[src/bin_bcd_pkg.sv]
package bin_bcd_pkg;

    // Converter sizes
    localparam int BIN_WIDTH  = 13;                      // Binary input bits
    localparam int BCD_DIGITS = 4;                       // Decimal digits out
    localparam int BCD_WIDTH  = BCD_DIGITS * 4;          // Packed BCD bits
    localparam int WORK_WIDTH = BCD_WIDTH + BIN_WIDTH;   // Double-dabble shift register
    localparam int BIT_CNT_W  = $clog2(BIN_WIDTH + 1);   // Must hold BIN_WIDTH itself

    // Display scan
    localparam int SCAN_DIV    = 4;                      // Cycles per digit
    localparam int SCAN_CNT_W  = $clog2(SCAN_DIV);
    localparam int DIGIT_IDX_W = $clog2(BCD_DIGITS);

    // Vector types
    typedef logic [BIN_WIDTH-1:0]   bin_t;
    typedef logic [BCD_WIDTH-1:0]   bcd_t;               // Units digit in bits 3:0
    typedef logic [3:0]             digit_t;
    typedef logic [6:0]             seg_t;               // g f e d c b a, active low
    typedef logic [BCD_DIGITS-1:0]  anode_t;             // Active low, bit i = digit i
    typedef logic [WORK_WIDTH-1:0]  work_t;
    typedef logic [BIT_CNT_W-1:0]   bit_cnt_t;
    typedef logic [SCAN_CNT_W-1:0]  scan_cnt_t;
    typedef logic [DIGIT_IDX_W-1:0] digit_idx_t;

    // Display idle patterns
    localparam seg_t   SEG_BLANK = '1;                   // All segments dark
    localparam anode_t ANODE_OFF = '1;                   // No digit selected

    // Converter FSM
    typedef enum logic {
        IDLE,   // Ready, waiting for enable
        SHIFT   // Add-3 and shift, one bit per cycle
    } conv_state_t;

    // Display drive bundle, anodes in the upper bits
    typedef struct packed {
        anode_t an;
        seg_t   seg;
    } display_drive_t;

endpackage

[src/bcd_display_top.sv]
`timescale 1ns/10ps

module bcd_display_top
    import bin_bcd_pkg::*;
(
    input  logic           clk,
    input  logic           rst_n,
    input  logic           enable,   // Conversion start strobe
    input  bin_t           bin,      // Value to convert
    output bcd_t           bcd,      // Converted result
    output logic           ready,    // Converter idle
    output display_drive_t disp      // Seven-segment drive
);

    // Converter result feeds both the port and the scanner
    bcd_t bcd_int;

    assign bcd = bcd_int;

    // Sequential double-dabble converter
    bin_to_bcd u_conv (
        .clk    (clk),
        .rst_n  (rst_n),
        .enable (enable),
        .bin    (bin),
        .bcd    (bcd_int),
        .ready  (ready)
    );

    // Multiplexed display, reads the held result
    digit_scan u_scan (
        .clk   (clk),
        .rst_n (rst_n),
        .bcd   (bcd_int),
        .disp  (disp)
    );

endmodule

[src/bin_to_bcd.sv]
`timescale 1ns/10ps

module bin_to_bcd
    import bin_bcd_pkg::*;
(
    input  logic clk,
    input  logic rst_n,
    input  logic enable,   // Start strobe, sampled only in IDLE
    input  bin_t bin,
    output bcd_t bcd,      // Held result, updated at end of conversion
    output logic ready     // High while IDLE
);

    conv_state_t state;
    work_t       work;          // BCD nibbles on top, binary bits below
    work_t       work_adj;      // After add-3 correction
    work_t       work_next;     // After correction and shift
    bit_cnt_t    bit_cnt;       // Shifts done so far
    bit_cnt_t    bit_cnt_next;
    logic        accept;        // New value taken this edge
    logic        last_shift;    // This edge finishes the conversion

    assign ready  = (state == IDLE);
    assign accept = ready && enable;

    // Add 3 to every BCD nibble that is 5 or more
    always_comb begin
        work_adj = work;
        for (int i = 0; i < BCD_DIGITS; i++) begin
            if (work[BIN_WIDTH + 4*i +: 4] >= 4'd5) begin
                work_adj[BIN_WIDTH + 4*i +: 4] = work[BIN_WIDTH + 4*i +: 4] + 4'd3;
            end
        end
    end

    // Shift left by one, next binary bit moves into the units nibble
    assign work_next = {work_adj[WORK_WIDTH-2:0], 1'b0};

    assign bit_cnt_next = bit_cnt + 1'b1;
    assign last_shift   = (bit_cnt_next == bit_cnt_t'(BIN_WIDTH));

    // Control state and result register
    always_ff @(posedge clk) begin
        if (!rst_n) begin
            state   <= IDLE;
            bit_cnt <= '0;
            bcd     <= '0;
        end else begin
            case (state)
                IDLE: begin
                    if (accept) begin
                        state   <= SHIFT;
                        bit_cnt <= '0;
                    end
                end
                SHIFT: begin
                    bit_cnt <= bit_cnt_next;
                    if (last_shift) begin
                        state <= IDLE;
                        bcd   <= work_next[WORK_WIDTH-1 -: BCD_WIDTH]; // BCD part only
                    end
                end
                default: begin
                    state <= IDLE;
                end
            endcase
        end
    end

    // Working register, loaded on accept and shifted while busy
    always_ff @(posedge clk) begin
        if (accept) begin
            work <= {{BCD_WIDTH{1'b0}}, bin};   // Clear BCD part, load binary
        end else if (state == SHIFT) begin
            work <= work_next;
        end
    end

endmodule

[src/digit_scan.sv]
`timescale 1ns/10ps

module digit_scan
    import bin_bcd_pkg::*;
(
    input  logic           clk,
    input  logic           rst_n,
    input  bcd_t           bcd,    // Read continuously
    output display_drive_t disp    // Registered anode and segment pair
);

    scan_cnt_t  scan_cnt;    // Dwell counter for current digit
    digit_idx_t digit_idx;   // Digit being shown, counts down
    digit_idx_t msd_idx;     // Highest nonzero digit, 0 when value is zero
    digit_t     cur_digit;
    seg_t       seg_dec;
    anode_t     an_dec;
    logic       blank;       // Leading zero above the top digit

    // Dwell counter and digit rotation 3, 2, 1, 0
    always_ff @(posedge clk) begin
        if (!rst_n) begin
            scan_cnt  <= '0;
            digit_idx <= digit_idx_t'(BCD_DIGITS - 1);
        end else if (scan_cnt == scan_cnt_t'(SCAN_DIV - 1)) begin
            scan_cnt <= '0;
            if (digit_idx == '0) begin
                digit_idx <= digit_idx_t'(BCD_DIGITS - 1);   // Wrap to top digit
            end else begin
                digit_idx <= digit_idx - 1'b1;
            end
        end else begin
            scan_cnt <= scan_cnt + 1'b1;
        end
    end

    // Highest nonzero digit, later digits overwrite earlier ones
    always_comb begin
        msd_idx = '0;
        for (int i = 0; i < BCD_DIGITS; i++) begin
            if (bcd[4*i +: 4] != 4'd0) begin
                msd_idx = digit_idx_t'(i);
            end
        end
    end

    assign cur_digit = bcd[4*digit_idx +: 4];
    assign blank     = (digit_idx > msd_idx);          // Digit 0 never blanked
    assign an_dec    = ~(anode_t'(1) << digit_idx);    // One anode low

    // Segment decode, g f e d c b a, 0 lights a segment
    always_comb begin
        case (cur_digit)
            4'd0:    seg_dec = 7'h40;
            4'd1:    seg_dec = 7'h79;
            4'd2:    seg_dec = 7'h24;
            4'd3:    seg_dec = 7'h30;
            4'd4:    seg_dec = 7'h19;
            4'd5:    seg_dec = 7'h12;
            4'd6:    seg_dec = 7'h02;
            4'd7:    seg_dec = 7'h78;
            4'd8:    seg_dec = 7'h00;
            4'd9:    seg_dec = 7'h10;
            default: seg_dec = SEG_BLANK;   // Not a BCD code
        endcase
    end

    // Output register, one cycle behind bcd
    always_ff @(posedge clk) begin
        if (!rst_n) begin
            disp.an  <= ANODE_OFF;
            disp.seg <= SEG_BLANK;
        end else begin
            disp.an  <= an_dec;
            disp.seg <= blank ? SEG_BLANK : seg_dec;
        end
    end

endmodule

[config.mk]
export PLATFORM = sky130hd
export DESIGN_NAME = bcd_display_top
export DESIGN_NICKNAME = d
export VERILOG_FILES = /design/src/bin_bcd_pkg.sv /design/src/bcd_display_top.sv /design/src/bin_to_bcd.sv /design/src/digit_scan.sv
export SDC_FILE = /design/constraint.sdc
export NUM_CORES = 1
export LEC_CHECK = 0
export ABC_AREA = 0
export BUFFER_PORTS_ARGS = -buffer_cell sky130_fd_sc_hd__buf_2
export CAP_MARGIN = 10
export CORE_UTILIZATION = 57
export CTS_CLUSTER_SIZE = 8
export DETAILED_ROUTE_END_ITERATION = 6
export PLACE_DENSITY = 0.84
export SETUP_SLACK_MARGIN = 0.5
export SYNTH_ARGS = -nofsm -noshare
export SYNTH_HDL_FRONTEND = slang
export SYNTH_SLANG_ARGS = --single-unit
[constraint.sdc]
create_clock -name clk -period 2.29 [get_ports clk]
set_input_delay 0.229 -clock clk [delete_from_list [all_inputs] [get_ports clk]]
set_output_delay 0.229 -clock clk [all_outputs]
set_load 0.03 [all_outputs]
==> results.ini, run 1 <==
[outcome]
status = complete, no violations

[die]
initial_utilization_pct = 60.2
ios = 44
die_area_um2 = 5760
core_um2 = 5170
fp.dieH_um = 75.9
fp.dieW_um = 75.9
num_rows = 26

[logic_synthesis]
post_synth_xor_area_fraction_pct = 1.69
post-synth-top-area-cell = dfxtp_1
muxShareOfSynthArea_pct = 12.5
synth_compound_area_share_pct = 10.3
synth_top_area_share_pct = 33.4
yosys.area_share.adder_pct = 8.84
netlist_area_um2 = 3110
synth_cells = 312
synth_area_leaders = dfxtp_1 33%, edfxtp_1 13%, ha_1 8.8%
yosysWarningCount = 0
yosys.area_share.simple_pct = 16.4
ys_types = 38
synth_seq_cells = 65
yosysSeqAreaShare_pct = 46.0
synth_top_family_by_area = simple AND/OR/NAND/NOR gates
synth_fp_nets = 350
syn-mean-instance-area_um2 = 9.98

[setup_path]
crit_start = u_conv.bcd[8]
cp-end-kind = flop
r2r-start = u_conv.bcd[8]
start_kind = flop
crit_type = reg -> reg
worstPathMaxFanout = 7
reg2reg_depth = 7
rrSetupSlack_ps = 410
reg2reg_to = u_scan.disp[0]
crit_arrival_ps = 2110
crit_required_ps = 2520

[timing]
hold_viol_final = 0
slew_headroom_pct = 68.4
setup_viol = 0
slew_viol_final = 0
fin_crit_sh_pct = 82.1
worst_slew_pin_slew_ps = 469
clock_skew_ps = 7.22
timing.final.crit_period_ps = 1880
tns_ps = 0
rsz0062_at_grt = yes
max_freq_ghz = 0.532

[clocking]
cts_root_buf = clkbuf_8
clockBufferDepth = 2
cts_sinks = 65
cts-buffers-inserted = 9
cts_tree = yes
cts.clk_slew.worst_paths_ps = 70
clk_latency_ps = 350
ctsHtreeMaxLevel = 3

[power]
power_frac_seq_pct = 50.2
p_switching_uw = 579
power.density_nw_per_um2 = 669
peakVddDrop_uv = 607
combinationalPowerShare_pct = 9.3
switching_share_pct = 22.9
p_int_mw = 1.95
p_leak_nw = 1.56
power.share.clock_pct = 40.5

[detailed_routing]
wl_um = 6740
post-route-drc-count = 0
dr_total_vias = 2392
initialDrtViolationCount = 97
routed_via_density = 5.41
postRouteAntennaNets = 0
wl_per_cell_um = 15.3
first_pass_iters = 5

[layout]
diodes = 0
final-seq-area_um2 = 1450
drive_gt1_share_pct = 29.6
stdcell_area_um2 = 3770
syn2layout_area_growth_pct = 21.2
multi_input_area_um2 = 1630
nets = 405
fillers = 364

[min_path]
whs_endpoint = u_conv.work[0]
min_from = bin[0]
worstHoldPathType = in -> reg
hold_depth = 2

[global_routing]
grt_pass1_vias = 2381
antenna_found_initial = 0
grt_usage_pct = 24.5
grt_pass1_wl_um = 10900
gr-total-overflow = 0
grt_max_degree = 31

[flow_run]
maxCapViolations = 0

[place]
place_congestion = 0.849
hpwl_um = 4370
place_area_um2 = 3410
port_buffers = 43

-- what timing repair did --
action | in CTS | in global routing
buffers inserted | 6 | 4
resized for setup | 6 | 15
endpoints found under the setup margin | 8 | 13
hold buffers | 0 | 0
pin swaps | 6 | 4
-- cell usage in the layout (no fill, tap or decap), types with 3 or more instances in the layout --
cell type / instances
buf_2: 43
dfxtp_1: 43
nand2_1: 41
ha_1: 20
inv_1: 17
nor2b_1: 17
mux2i_1: 16
a21oi_1: 14
nor2_1: 14
buf_4: 14
o21ai_0: 13
edfxtp_1: 13
mux2_2: 12
clkbuf_8: 9
nand2b_1: 8
o31ai_1: 8
dfxtp_2: 7
nor3b_1: 6
xnor2_1: 5
o21ai_1: 5
mux4_2: 4
o211a_1: 4
o22ai_1: 3
clkbuf_1: 3
-- how the worst max path moves through the flow --
| stage | endpoint | slack, ps | depth (start not counted) |
|---|---|---|---|
| 6_report | u_scan.disp[0] | 410 | 7 |
| 4_1_cts | u_scan.disp[0] | 380 | 7 |
| 5_1_grt | u_scan.disp[0] | 330 | 7 |
| 3_5_place_dp | u_scan.disp[0] | 390 | 6 |
| 2_1_floorplan | u_scan.disp[0] | 480 | 7 |
| 3_3_place_gp | u_scan.disp[3] | 420 | 7 |
-- final cells by class --
type	count	area share [%]
timing repair buffer	58	8.79
tap	70	2.32
clock buffer	12	3.58
multi-input combinational	215	43.2
clock inverter	4	1.82
sequential	65	38.4
inverter	18	1.89
-- synth_stat cells, drive strengths merged --
library cell,n
o22ai,3
nor3,2
nand2,41
dfxtp,52
o211a,4
buf,4
nand2b,8
and3b,1
mux2i,16
o31ai,8
nor3b,6
a21oi,17
nor2b,19
edfxtp,13
nor2,15
and4,1
mux2,12
xnor2,5
o21bai,1
o21a,2
nand3,2
and2,2
or4,2
nor4,1
inv,18
ha,22
o21ai,19
or2,1
xor2,1
clkbuf,10
mux4,4
-- metrics by stage --
stage                     hold WS, ps  worst slack [ps]  utilization, %  instances  power (mW)
after global routing              156               326            73.0        442        2.64
after detailed placement          431               388            65.8        416        1.51
after global placement            412               417            65.8        416        1.50
final                             173               409            73.0        442        2.52
after floorplan                   403               479               -        312        1.45
after CTS                         157               383            70.8        438        2.54
-- worst max-delay path, cell delays in order, from the launching register on --
cell     delay [ps]
dfxtp_4         340
or4_4           570
nor2_4          140
ha_4            220
a21oi_4         150
a21oi_2          60
nor2b_4         190
o21ai_1          90
-- registers in the layout, summed over array words and instances (netlist names) --
register / flops
u_conv.bcd: 16
u_conv.bit_cnt: 4
u_conv.state: 1
u_conv.work: 29
u_scan.digit_idx: 2
u_scan.disp: 11
u_scan.scan_cnt: 2
-- routing by layer --
layer,vias to the layer above,global-route usage [%],part of all wire [%]
met5,-,0,0
met4,0,10.4,2.7
met3,18,9.76,5.1
met2,65,42.1,50
met1,1132,26.8,42
li1,1177,-,-
-- kinds of logic (layout without fill, tap and decap cells) --
logic type	Yosys count	after routing
compound gates	54	54
xor+xnor	6	6
fa+ha+maj	22	22
buf+inv	32	92
flops	65	65
mux	32	32
simple gates	101	101
-- power groups by stage --
stage,sequential (mW),clock [mW],combinational (mW)
6_report,1.27,1.02,0.234
5_1_grt,1.27,1.10,0.262
4_1_cts,1.27,1.05,0.222
3_5_place_dp,1.29,0,0.221
3_3_place_gp,1.29,0,0.211
2_1_floorplan,1.28,0,0.167
No activity file was read; power rests on OpenSTA's default activity.
==> run 2: changes to the inputs <==
- CORE_UTILIZATION: 57 -> 51
- PLACE_DENSITY: 0.84 -> 0.8
- clock period: 2.29 -> 1.7 ns (I/O delays scaled with it)
==> results.ini, run 2 (synthesis gave the netlist of run 1 again) <==
[setup_path]
crit_required_ps = 1940
critPathSlowestCell = or4_4
critPathTopFamily = simple AND/OR/NAND/NOR gates
cpMostUsedCell = a21oi_2
rrSetupSlack_ps = -160
cp-end-kind = flop
critPathMaxStageDelay_ps = 580
reg2reg_depth = 8
crit_type = reg -> reg
start_kind = flop
crit_arrival_ps = 2090
crit_buf_inv = 1
worstPathMaxFanout = 7
crit_chain = or4_4, o21bai_4, ha_4, inv_2, a21oi_2, a21oi_2, nor2b_4, o21ai_1
reg2reg_to = u_scan.disp[0]
r2r-start = u_conv.bcd[10]

[min_path]
min_from = bin[0]
hold_depth = 2
worstHoldPathType = in -> reg
whs_endpoint = u_conv.work[0]

[outcome]
status = finished, violations left
violations = setup timing

[detailed_routing]
dr_wl_met3_um = 572
met2_length_um = 5200
routed_via_density = 5.71
post-route-drc-count = 0
routed.top_layer = met4
first_pass_iters = 5
wl_um = 10200
dr_total_vias = 2844
postRouteAntennaNets = 0
drt-met1-wl_um = 3980
initialDrtViolationCount = 205
wl_per_cell_um = 20.5

[place]
port_buffers = 43
hpwl_um = 4530
place_congestion = 0.779

[die]
ios = 44
initial_utilization_pct = 52.6
fp.dieW_um = 80.1
core_um2 = 5920
fp.dieH_um = 80.1
die_area_um2 = 6420
num_rows = 28

[global_routing]
antenna_found_initial = 0
grt_pass1_vias = 2633
grt_max_degree = 31
grt_usage_pct = 27.3
gr-total-overflow = 0
grt_pass1_wl_um = 12900

[timing]
setup_viol = 9
hold_viol_final = 0
layout_setup_ws_ps = -157
fin_crit_sh_pct = 109
finalHoldWorstSlack_ps = 100
slew_headroom_pct = 64.2
clock_skew_ps = 14.7
slew_viol_final = 0
max_freq_ghz = 0.538
timing.final.crit_period_ps = 1860
rsz0062_at_grt = yes
worst_slew_pin_slew_ps = 536

[layout]
largest-register = u_conv.work
diodes = 0
top_regs = u_conv.work: 29 flops, u_conv.bcd: 16 flops, u_scan.disp: 11 flops
utilization_pct = 84.0
nets = 456
drive_gt1_share_pct = 57.2
syn2layout_area_growth_pct = 59.8
mostFrequentLayoutCells = 44 x buf_4, 36 x buf_2, 35 x nand2_1
largest_reg_flops = 29
final_common_cell = buf_4

[clocking]
ctsHtreeMaxLevel = 3
clk_latency_ps = 350
cts_root_buf = clkbuf_8
cts-buffers-inserted = 9
cts_hold_buffers = 0
cts.clk_slew.worst_paths_ps = 80
cts_tree = yes
cts_sinks = 65
clockBufferDepth = 2

[power]
p_leak_nw = 2.04
power.density_nw_per_um2 = 787
peakVddDrop_uv = 766

[flow_run]
maxCapViolations = 0

[run 2: report_power, final]
part           total (mW)  internal (mW)  switching [mW]
clock network        1.48          0.817           0.666
registers            1.72           1.65          0.0730
logic               0.709          0.384           0.325
[run 2: per-layer routing]
layer / vias up / GRT usage, %
met3: 40 / 6.70
met4: 0 / 17.0
li1: 1288 / -
met1: 1371 / 31.3
met5: - / 0
met2: 145 / 45.6
[run 2: worst max-delay path by stage]
stage,slack [ps],cells after the start,end,startpoint
after floorplan,-110,7,u_scan.disp[0],u_conv.bcd[8]
after global placement,-180,7,u_scan.disp[3],u_conv.bcd[8]
after detailed placement,-260,8,u_scan.disp[0],u_conv.bcd[8]
after CTS,-100,7,u_scan.disp[0],u_conv.bcd[13]
after global routing,-230,8,u_scan.disp[0],u_conv.bcd[10]
final,-160,8,u_scan.disp[0],u_conv.bcd[10]
[run 2: stage by stage]
| step | setup slack [ps] | power, mW | std cells | TNS (ps) | area, um2 |
|---|---|---|---|---|---|
| after detailed placement | -258 | 2.14 | 434 | -1680 | 3740 |
| after global routing | -230 | 4.03 | 498 | -1590 | 4970 |
| after global placement | -178 | 2.12 | 434 | -1180 | 3740 |
| after CTS | -98.2 | 3.67 | 471 | -581 | 4480 |
| after floorplan | -111 | 2.04 | 312 | -734 | 3370 |
| final | -157 | 3.92 | 498 | -1080 | 4970 |
[run 2: cell type report]
class                      count  area (um2)
timing repair buffer         109         940
sequential                    65        1490
clock buffer                  10         128
fill                         264         947
multi-input combinational    215        2150
inverter                      18        88.8
clock inverter                 6        82.6
tap                           75        93.8
[run 2: timing repair]
item                                    4_1_cts  5_1_grt
gates cloned                                  3        1
gates resized for setup                      84       60
pin swaps                                    18       23
endpoints found under the setup margin       67       62
buffers inserted                             18       26
[run 2: worst reg2reg max path: stages (launching register included)]
cell and delay, ps:
dfxtp_2 340, or4_4 580, o21bai_4 180, ha_4 160, inv_2 30, a21oi_2 120
a21oi_2 60, nor2b_4 180, o21ai_1 90
